### config.mk
export PLATFORM = sky130hd
export DESIGN_NAME = motion_top
export DESIGN_NICKNAME = d
export VERILOG_FILES = /design/src/hw/motion_pkg.sv /design/src/hw/motion_regs.sv /design/src/hw/tick_gen.sv /design/src/hw/profile_gen.sv /design/src/hw/step_pulse.sv /design/src/hw/motion_top.sv
export SDC_FILE = /design/constraint.sdc
export NUM_CORES = 2
export LEC_CHECK = 0
export BUFFER_PORTS_ARGS = -buffer_cell sky130_fd_sc_hd__buf_2
export CORE_MARGIN = 5
export CORE_UTILIZATION = 55
export CTS_CLUSTER_SIZE = 30
export DETAILED_ROUTE_END_ITERATION = 6
export PLACE_DENSITY = 0.77
export SYNTH_ARGS = -nofsm -noshare
export SYNTH_HDL_FRONTEND = slang
export SYNTH_SLANG_ARGS = --single-unit
### constraint.sdc
create_clock -name clk -period 4.7 [get_ports clk]
set_clock_uncertainty 0.15 [all_clocks]
set_input_delay 0.235 -clock clk [delete_from_list [all_inputs] [get_ports clk]]
set_output_delay 0.235 -clock clk [all_outputs]
set_load 0.05 [all_outputs]
### src/hw/motion_pkg.sv
package motion_pkg;

    localparam int DATA_W = 32;
    localparam int ADDR_W = 5;
    localparam int POS_W  = 64;   // 32.32 fixed point, upper half is whole steps
    localparam int CNT_W  = 32;

    // Register map
    localparam logic [ADDR_W-1:0] REG_STEPS  = ADDR_W'(0);
    localparam logic [ADDR_W-1:0] REG_DT     = ADDR_W'(1);
    localparam logic [ADDR_W-1:0] REG_PRE    = ADDR_W'(2);
    localparam logic [ADDR_W-1:0] REG_PULSE  = ADDR_W'(3);
    localparam logic [ADDR_W-1:0] REG_POST   = ADDR_W'(4);
    localparam logic [ADDR_W-1:0] REG_ENABLE = ADDR_W'(5);
    localparam logic [ADDR_W-1:0] REG_GO     = ADDR_W'(6);
    localparam int REG_AXIS_BASE = 8;   // v at base + 2n, a at base + 2n + 1

    typedef struct packed {
        logic [CNT_W-1:0] steps;
        logic [CNT_W-1:0] dt;
    } timing_cfg_t;

    typedef struct packed {
        logic [CNT_W-1:0] pre_n;
        logic [CNT_W-1:0] pulse_n;
        logic [CNT_W-1:0] post_n;
    } pulse_cfg_t;

    typedef struct packed {
        logic signed [DATA_W-1:0] v;
        logic signed [DATA_W-1:0] a;
    } axis_cfg_t;

    typedef struct packed {
        logic step;
        logic dir;
        logic enable_n;
    } motor_t;

endpackage

### src/hw/motion_regs.sv
`timescale 1ns/1ps

module motion_regs import motion_pkg::*; #(
    parameter int NUM_AXES = 3
) (
    input  logic              clk,
    input  logic              rst,
    input  logic              reg_wr,
    input  logic [ADDR_W-1:0] reg_addr,
    input  logic [DATA_W-1:0] reg_data,
    output timing_cfg_t       timing,
    output pulse_cfg_t        pulse,
    output axis_cfg_t         axis [NUM_AXES],
    output logic [NUM_AXES-1:0] enable,
    output logic              load
);

    always_ff @(posedge clk) begin
        if (rst) begin
            timing <= '0;
            pulse  <= '0;
            enable <= '0;
            load   <= 1'b0;
            for (int n = 0; n < NUM_AXES; n++) begin
                axis[n] <= '0;
            end
        end else begin
            load <= reg_wr && (reg_addr == REG_GO);   // GO data is don't care

            if (reg_wr) begin
                case (reg_addr)
                    REG_STEPS:  timing.steps  <= reg_data;
                    REG_DT:     timing.dt     <= reg_data;
                    REG_PRE:    pulse.pre_n   <= reg_data;
                    REG_PULSE:  pulse.pulse_n <= reg_data;
                    REG_POST:   pulse.post_n  <= reg_data;
                    REG_ENABLE: enable        <= reg_data[NUM_AXES-1:0];
                    default: ;
                endcase

                // Per-axis velocity and acceleration pairs
                for (int n = 0; n < NUM_AXES; n++) begin
                    if (reg_addr == ADDR_W'(REG_AXIS_BASE + 2 * n)) begin
                        axis[n].v <= reg_data;
                    end
                    if (reg_addr == ADDR_W'(REG_AXIS_BASE + 2 * n + 1)) begin
                        axis[n].a <= reg_data;
                    end
                end
            end
        end
    end

endmodule

### src/hw/tick_gen.sv
`timescale 1ns/1ps

module tick_gen import motion_pkg::*; (
    input  logic        clk,
    input  logic        rst,
    input  logic        load,
    input  timing_cfg_t timing,
    output logic        tick,
    output logic        busy,
    output logic        done
);

    logic [CNT_W-1:0] dt_eff;
    logic [CNT_W-1:0] dt_q;       // period latched at load
    logic [CNT_W-1:0] period_cnt;
    logic [CNT_W-1:0] remain;

    assign dt_eff = (timing.dt == '0) ? CNT_W'(1) : timing.dt;

    // Tick on the last cycle of each period
    assign tick = busy && (period_cnt == CNT_W'(1));

    always_ff @(posedge clk) begin
        if (rst) begin
            busy       <= 1'b0;
            done       <= 1'b0;
            dt_q       <= '0;
            period_cnt <= '0;
            remain     <= '0;
        end else begin
            done <= 1'b0;
            if (load) begin
                dt_q       <= dt_eff;
                period_cnt <= dt_eff;
                remain     <= timing.steps;
                busy       <= (timing.steps != '0);
                done       <= (timing.steps == '0);   // empty move
            end else if (busy) begin
                if (tick) begin
                    period_cnt <= dt_q;
                    remain     <= remain - 1'b1;
                    if (remain == CNT_W'(1)) begin
                        busy <= 1'b0;
                        done <= 1'b1;
                    end
                end else begin
                    period_cnt <= period_cnt - 1'b1;
                end
            end
        end
    end

endmodule

### src/hw/profile_gen.sv
`timescale 1ns/1ps

module profile_gen import motion_pkg::*; #(
    parameter int STEP_BIT = 32
) (
    input  logic      clk,
    input  logic      rst,
    input  logic      load,
    input  logic      tick,
    input  axis_cfg_t cfg,
    output logic      step_stb,
    output logic      step_dir
);

    logic signed [POS_W-1:0]  pos;
    logic signed [POS_W-1:0]  pos_next;
    logic signed [DATA_W-1:0] vel;
    logic signed [DATA_W-1:0] acc;

    // Velocity sign-extended into the 32.32 position
    assign pos_next = pos + {{(POS_W - DATA_W){vel[DATA_W-1]}}, vel};

    always_ff @(posedge clk) begin
        if (rst) begin
            pos      <= '0;
            vel      <= '0;
            acc      <= '0;
            step_stb <= 1'b0;
            step_dir <= 1'b0;
        end else begin
            step_stb <= 1'b0;
            if (load) begin
                pos <= '0;
                vel <= cfg.v;
                acc <= cfg.a;
            end else if (tick) begin
                pos      <= pos_next;
                vel      <= vel + acc;   // old velocity drives this tick
                step_stb <= pos_next[STEP_BIT] != pos[STEP_BIT];
                step_dir <= vel[DATA_W-1];
            end
        end
    end

endmodule

### src/hw/step_pulse.sv
`timescale 1ns/1ps

module step_pulse import motion_pkg::*; (
    input  logic       clk,
    input  logic       rst,
    input  logic       step_stb,
    input  logic       step_dir,
    input  pulse_cfg_t cfg,
    input  logic       enable,
    output motor_t     motor
);

    typedef enum logic [1:0] {
        S_IDLE,
        S_PRE,
        S_PULSE,
        S_POST
    } state_t;

    state_t           state;
    logic [CNT_W-1:0] cnt;
    logic [CNT_W-1:0] pulse_eff;

    assign pulse_eff = (cfg.pulse_n == '0) ? CNT_W'(1) : cfg.pulse_n;

    always_ff @(posedge clk) begin
        if (rst) begin
            state <= S_IDLE;
            cnt   <= '0;
            motor <= '{step: 1'b0, dir: 1'b0, enable_n: 1'b1};
        end else begin
            motor.enable_n <= ~enable;
            case (state)
                S_IDLE: begin
                    if (step_stb) begin
                        motor.dir <= step_dir;
                        if (cfg.pre_n == '0) begin   // no setup time
                            state      <= S_PULSE;
                            motor.step <= 1'b1;
                            cnt        <= pulse_eff;
                        end else begin
                            state <= S_PRE;
                            cnt   <= cfg.pre_n;
                        end
                    end
                end
                S_PRE: begin
                    if (cnt == CNT_W'(1)) begin
                        state      <= S_PULSE;
                        motor.step <= 1'b1;
                        cnt        <= pulse_eff;
                    end else begin
                        cnt <= cnt - 1'b1;
                    end
                end
                S_PULSE: begin
                    if (cnt == CNT_W'(1)) begin
                        motor.step <= 1'b0;
                        cnt        <= cfg.post_n;
                        state      <= (cfg.post_n == '0) ? S_IDLE : S_POST;
                    end else begin
                        cnt <= cnt - 1'b1;
                    end
                end
                S_POST: begin
                    if (cnt == CNT_W'(1)) begin
                        state <= S_IDLE;
                    end else begin
                        cnt <= cnt - 1'b1;
                    end
                end
                default: state <= S_IDLE;
            endcase
        end
    end

endmodule

### src/hw/motion_top.sv
`timescale 1ns/1ps

module motion_top import motion_pkg::*; #(
    parameter int NUM_AXES = 3,
    parameter int STEP_BIT = 32
) (
    input  logic              clk,
    input  logic              rst,
    input  logic              reg_wr,
    input  logic [ADDR_W-1:0] reg_addr,
    input  logic [DATA_W-1:0] reg_data,
    output motor_t            motor [NUM_AXES],
    output logic              busy,
    output logic              done
);

    timing_cfg_t         timing;
    pulse_cfg_t          pulse;
    axis_cfg_t           axis [NUM_AXES];
    logic [NUM_AXES-1:0] enable;
    logic                load;
    logic                tick;
    logic [NUM_AXES-1:0] step_stb;
    logic [NUM_AXES-1:0] step_dir;

    motion_regs #(.NUM_AXES(NUM_AXES)) u_regs (
        .clk(clk),
        .rst(rst),
        .reg_wr(reg_wr),
        .reg_addr(reg_addr),
        .reg_data(reg_data),
        .timing(timing),
        .pulse(pulse),
        .axis(axis),
        .enable(enable),
        .load(load)
    );

    tick_gen u_tick (
        .clk(clk),
        .rst(rst),
        .load(load),
        .timing(timing),
        .tick(tick),
        .busy(busy),
        .done(done)
    );

    // One integrator and one pulse shaper per axis
    for (genvar i = 0; i < NUM_AXES; i++) begin : g_axis
        profile_gen #(.STEP_BIT(STEP_BIT)) u_prof (
            .clk(clk),
            .rst(rst),
            .load(load),
            .tick(tick),
            .cfg(axis[i]),
            .step_stb(step_stb[i]),
            .step_dir(step_dir[i])
        );

        step_pulse u_pulse (
            .clk(clk),
            .rst(rst),
            .step_stb(step_stb[i]),
            .step_dir(step_dir[i]),
            .cfg(pulse),
            .enable(enable[i]),
            .motor(motor[i])
        );
    end

endmodule

Word level (Yosys, flattened, before mapping) --
Index checks and enable logic that the tools add are counted.
Word-level totals: register bits 955, bits in latches 0, RAM bits 0, ROM bits 0, input bits 40, output and inout bits 11, memories kept 0
Cells by class: add/subtract/negate cells 11, multiply operators 0, divide/modulo/power cells 0, magnitude comparators 0, equality and inequality tests 47, shift operators 0, muxes and demuxes 68, bitwise logic cells 5, reduce and logical (&&, ||, !) cells 45
Operators by type and width (number):
- $mux 32 | 27
- $pmux 32 s4 | 3
- $add 64x64->64 | 3
- $eq 32x1->1 const B | 5
- $logic_not 32->1 | 5
- $sub 32x1->32 const B | 5
- $add 32x32->32 | 3
- $reduce_and 2->1 | 20
- $mux 2 | 17
- $reduce_bool 32->1 | 1
- $eq 5x4->1 const B | 6
- $pmux 2 s4 | 3
- $ne 2x1->1 const B | 10
- $ne 2x2->1 const B | 8
- $eq 5x3->1 const B | 3
- $mux 1 | 15
- $reduce_and 5->1 | 3
- $eq 2x2->1 const B | 6
- $reduce_and 4->1 | 3
- $eq 5x2->1 const B | 2
- $pmux 1 s3 | 3
- $reduce_bool 3->1 | 3
- $eq 2x1->1 const B | 3
- $logic_not 2->1 | 3
- other kinds (8) | 16

Logic depth before layout (Yosys ltp) --
depth in word-level cells 5, mapped depth 14

By module --
Synthesis repeated with hierarchy kept, for this count alone.
Unflattened totals: cell total of the unflattened synthesis 5953, area, all modules 50782.5 sq um
Modules (own cells, without submodules):
- profile_gen (g_axis[1].u_prof ...) | instances 2, cells each 838, area an instance 6937.9 sq um, seq. area each 1961.9 sq um
- motion_regs | instances 1, cells each 1230, area an instance 13738.2 sq um, seq. area each 7126.8 sq um
- step_pulse (g_axis[0].u_pulse ...) | instances 2, cells each 501, area an instance 3524.6 sq um, seq. area each 740.7 sq um
- profile_gen (g_axis[0].u_prof) | instances 1, cells each 821, area an instance 6847.8 sq um, seq. area each 1961.9 sq um
- tick_gen | instances 1, cells each 729, area an instance 5730.5 sq um, seq. area each 1961.9 sq um
- step_pulse (g_axis[2].u_pulse) | instances 1, cells each 495, area an instance 3540.9 sq um, seq. area each 740.7 sq um

Worst setup path after synthesis --
OpenSTA, ideal clock, no wires.
kind reg2reg, from reg g_axis[0].u_prof.vel[0], to reg g_axis[0].u_prof.pos[20], library setup time 120 ps, arrival 3182 ps, data required time 4430 ps, path slack 1248 ps, stages on the path, launching flop included 14, path buffers 0, clock period less this slack 3452 ps, cells stage by stage dfxtp_1 ha_1 fa_1 a21o_1 a21oi_1 o21bai_1 a2111oi_0 nor2_1 a41o_1 a31oi_1 o21ai_0 a31oi_1 nor4_1 a211o_1
On the way: cells in the longest elaborated chain, start to end 1
RTL lines:
- from (decl) | line profile_gen.sv:17 | logic signed [DATA_W-1:0] vel;
- from (signal assigned) | line profile_gen.sv:34 | vel <= cfg.v;
- from (signal assigned) | line profile_gen.sv:38 | vel <= vel + acc;
- $add 64x64->64 | line profile_gen.sv:21 | assign pos_next = pos + {{(POS_W - DATA_W){vel[DATA_W-1]}}, vel};
- to (signal assigned) | line profile_gen.sv:37 | pos <= pos_next;
- to (decl) | line profile_gen.sv:15 | logic signed [POS_W-1:0] pos;
No other way between the ends. A chain may end at the register's enable or synchronous reset.

Worst setup path in the final report --
Ends and elaborated chain as after synthesis.

==> results <==
- The maximum vdd drop is 380 uV.
- The final weighted congestion in routability-driven placement is 0.995.
- The tightest hold path in the finished design has a slack of between 20 and 25 ps.
- The die is 300 um tall.
- The worst setup path is captured at a flip-flop.
- The path class of the tightest hold or removal check is in2reg.
- The category of the worst setup path launch point is a flip-flop.
- In the layout the commonest cells are nand2_1 (1297), a21oi_1 (937), dfxtp_1 (858), nor2_1 (446), o21ai_0 (218).
- The maximum number of buffers from clock root to sink is 3.
- For the finished layout, the period the worst path requires is just under 4000 ps.
- The cell class contributing the biggest share of worst-path delay is compound AO/OA/AOI/OAI gates.
- Using the TritonRoute via totals, the vias-per-cell ratio works out to 6.31.
- The remaining global-route overflow is 0.
- From synthesis to final layout, the design area changed by 9.81%.
- The remaining antenna violation count after routing is 0.
- The portion of the post-synthesis area used by sequential elements is a little under two fifths.
- Setup repair after global routing left no endpoint under its margin.
- In this run the core area contains 106 standard-cell rows.
- The first-pass GRT wire length is approximately 230000 um.
- The count of endpoints failing hold in the final timing report is 0.
- The largest net degree at the start of global routing is 237.
- The number of warnings printed during yosys synthesis is 0.
- Among all stages on the critical path, the largest delay is contributed by a2111oi_0.
- The max-slew violation total from the final report was 0.
- For this block, the initial DRC count from the detailed router was ~5300.
- Cells with a size suffix above 1 make up between 5 and 6% of the layout.
- After synthesis, the mean cell area works out to ~7.6 sq um.
- The cell at the root of the clock tree is clkbuf_16.
- The total negative slack for setup checks is 0 ps.
- The cell occurring most often along the worst timing path is a31oi_1.
- TritonCTS built the clock tree.
- The count of buffers added on input and output ports is 50.
- The power density of the placed cells is about 430 mW/mm^2.
- The post-route fraction of the period consumed by the critical path is between 80% and 90%.
- The cell area that synthesis handed to floorplanning was around 0.046 sq mm.
- The number of standard cells after synthesis is between 6000 and 7000.
- After detailed routing, the number of remaining DRC violations is 26.
- The total track usage is between 30% and 40%.
- For this run, the detailed router's first-pass iteration total came to 7.
- The transition time at the pin with the least slew margin is approximately 1200 ps.
- The number of gates resized after CTS is 0.
- For flop-to-flop paths, the worst setup slack is roughly 740 ps.
- The share of synthesized flip-flops with an asynchronous set or reset is 0%.
- For this block, the routed nets add up to approximately 150000 um of wire.
- The die outline width is 300 um.
- The flow ran to the end, but the final reports show violations.
- Counting every net in the synthesized netlist gives about 6300.
- The routed layout has 44600 vias.
- The initial antenna violation count is 10.
- The average detailed-routed wire length per instance is 21.3 um.
- The number of nets in the finished design is 6169.
- After synthesis the netlist holds a flip-flop and latch count of about 860.
- Data arrives at the worst endpoint at roughly 4300 ps.
- For this configuration, the core starts out at a cell density of a little under three fifths.
- The analysis attributes to cell leakage a power of a little under 0.02 uW.
- The clock net in this run drives a total of 859 sinks.
- The total of max-cap violations is 0.
- The number of global-route vias before repair was a little over 40000.
- The netlist uses between 80 and 90 different library cells.
- Timing would allow up to around 250 MHz.
- The die covers approximately 0.09 sq mm.
- The largest incremental delay on the critical path is 550 ps.
- The highest net fanout along the worst path is 3.
- The number of flops mapped to enable cells by yosys is 0.
- The classification of the worst setup path is reg2reg.
- Clock-pin slew was measured on the worst setup and hold paths at 60 ps.
- The estimated wirelength of the detail-placed design is 94100 um.
- The critical path goes through ha_1, fa_1, a21o_1, a21oi_1, o21bai_1, a2111oi_0, buf_4, nor2_1, a41o_1, a31oi_1, o21ai_0, a31oi_1, nor4_1, a211o_1.
- Headroom to the max-slew limit came out at between 15 and 20%.
- Pin placement for this block handled slightly above 50 I/O pins.
- The number of buffers inserted during clock tree synthesis is 93.
- Setup slack closes at between 700 and 800 ps.
- The required time of the worst setup path is between 5000 and 6000 ps.
- The combined buffer and inverter count along the critical path is 1.
- The leading cell type in the layout, fill and taps excluded is nand2_1.
- The total area inside the core boundary comes to ~0.083 sq mm.
- The clock latency reported for the late side of the worst-skew pair is around 700 ps.
- The H-tree depth is 3.
- Setup violations remaining at the end of the flow were counted as 0.
- Among all flip-flop cells after synthesis, the most frequent one is dfxtp_1.
- The final reports fail on design-rule violations.
- Before CTS, the worst setup slack after placement is around 850 ps.
==> cells in the mapped netlist, types with 9 or more instances <==
cell type	instances	area, sq um
nand4_1	28	175
ha_1	214	2680
dfxtp_1	859	17200
or4_1	14	105
buf_1	30	113
a311oi_1	10	87.6
nor2_1	453	1700
o211a_1	24	240
buf_2	11	55.1
a221o_1	10	100
nand3_1	90	450
xor2_1	89	780
o21ai_0	218	1090
o21a_1	21	158
nor4_1	80	500
and2_1	16	100
a21o_1	109	818
inv_1	94	353
o41ai_1	9	78.8
o211ai_1	89	668
o22ai_1	86	538
o21bai_1	23	173
a21oi_1	941	4710
nand2b_1	36	225
a22o_1	21	184
a221oi_1	12	105
clkbuf_1	366	1370
a211o_1	10	87.6
a22oi_1	93	698
and3_1	35	219
xnor2_1	157	1380
a211oi_1	61	458
nand2_1	1298	4870
o31ai_1	25	188
a31oi_1	30	188
nor3_1	93	465
nor2b_1	27	169
or3_1	32	200
mux2i_1	121	1210
==> where the power goes <==
| part | total [uW] | leakage [uW] | internal [uW] | switching [uW] |
|---|---|---|---|---|
| Clock | 8030 | 0.00163 | 4780 | 3240 |
| Sequential | 7690 | 0.00692 | 7470 | 221 |
| Combinational | 5820 | 0.0111 | 2070 | 3750 |
==> logic make-up (layout without fill, tap and decap cells) <==
group / after synthesis / count (layout) / synth area share, %
mux: 123 / 123 / 2.67
compound gates: 1859 / 1859 / 24.2
buf+inv: 502 / 422 / 4.12
flops: 859 / 859 / 37.3
fa+ha+maj: 220 / 220 / 6.07
simple gates: 2255 / 2255 / 21.0
other cells: 0 / 6 / 0
xor+xnor: 246 / 246 / 4.67
==> final cells by class <==
cell class                      count  area [sq um]
Tap cell                         1080          1350
Antenna cell                        6          15.0
Multi-Input combinational cell   4703         27100
Inverter                           95           359
Fill cell                        7330         32800
Timing Repair Buffer              157          1200
Clock inverter                     45           768
Clock buffer                      125          2620
Sequential cell                   859         17200
==> tightest hold or removal path, stage by stage <==
cell     delay (ps)
buf_2           350
nand2_1         150
a21oi_1          60
==> registers in the layout (all words and copies together) (netlist names), 3 cells and up <==
register,count
g_axis.u_prof.acc,96
u_regs.axis,192
u_tick.remain,32
g_axis.u_pulse.motor,9
u_regs.timing,64
g_axis.u_pulse.cnt,96
u_tick.dt_q,32
u_regs.pulse,96
g_axis.u_prof.step_dir,3
u_tick.period_cnt,32
g_axis.u_prof.pos,96
g_axis.u_prof.step_stb,3
g_axis.u_pulse.state,6
g_axis.u_prof.vel,96
u_regs.enable,3
==> per-layer routing <==
metal	up-vias	global-route usage, %	wire length [um]
met5	-	0	58
met4	8	16.0	8540
met3	468	6.53	15600
met2	2139	49.6	65500
met1	20900	42.9	61200
li1	21100	-	-
==> timing repair <==
item                                    4_1_cts  5_1_grt
buffers inserted                              0        0
endpoints found under the setup margin        0        0
endpoints found under the hold margin       349        0
hold buffers                                 33        0
==> through the flow <==
step                      total power, uW  cell area (sq um)  std cells  utilization [%]
after detailed placement            13500              46900       6861             56.2
final                               21500              50600       7070             60.7
after CTS                           21500              50600       7064             60.7
after floorplan                     12200              46100       6064                -
after global placement              13400              46900       6861             56.2
after global routing                22500              50600       7065             60.7
==> worst paths after layout <==
path | start | endpoint | depth (start not counted)
worst max-delay path | g_axis[0].u_prof.vel[0]$_SDFFE_PP0P_ | g_axis[0].u_prof.pos[20]$_SDFFE_PP0P_ | 14
worst min-delay path | reg_data[1] | u_regs.timing[33]$_SDFFE_PP0P_ | 3
worst max register to register | g_axis[0].u_prof.vel[0]$_SDFFE_PP0P_ | g_axis[0].u_prof.pos[20]$_SDFFE_PP0P_ | 14
worst min register to register | u_regs.enable[2]$_SDFFE_PP0P_ | g_axis[2].u_pulse.motor[0]$_SDFF_PP1_ | 1
Power figures use the tool's default switching activity.
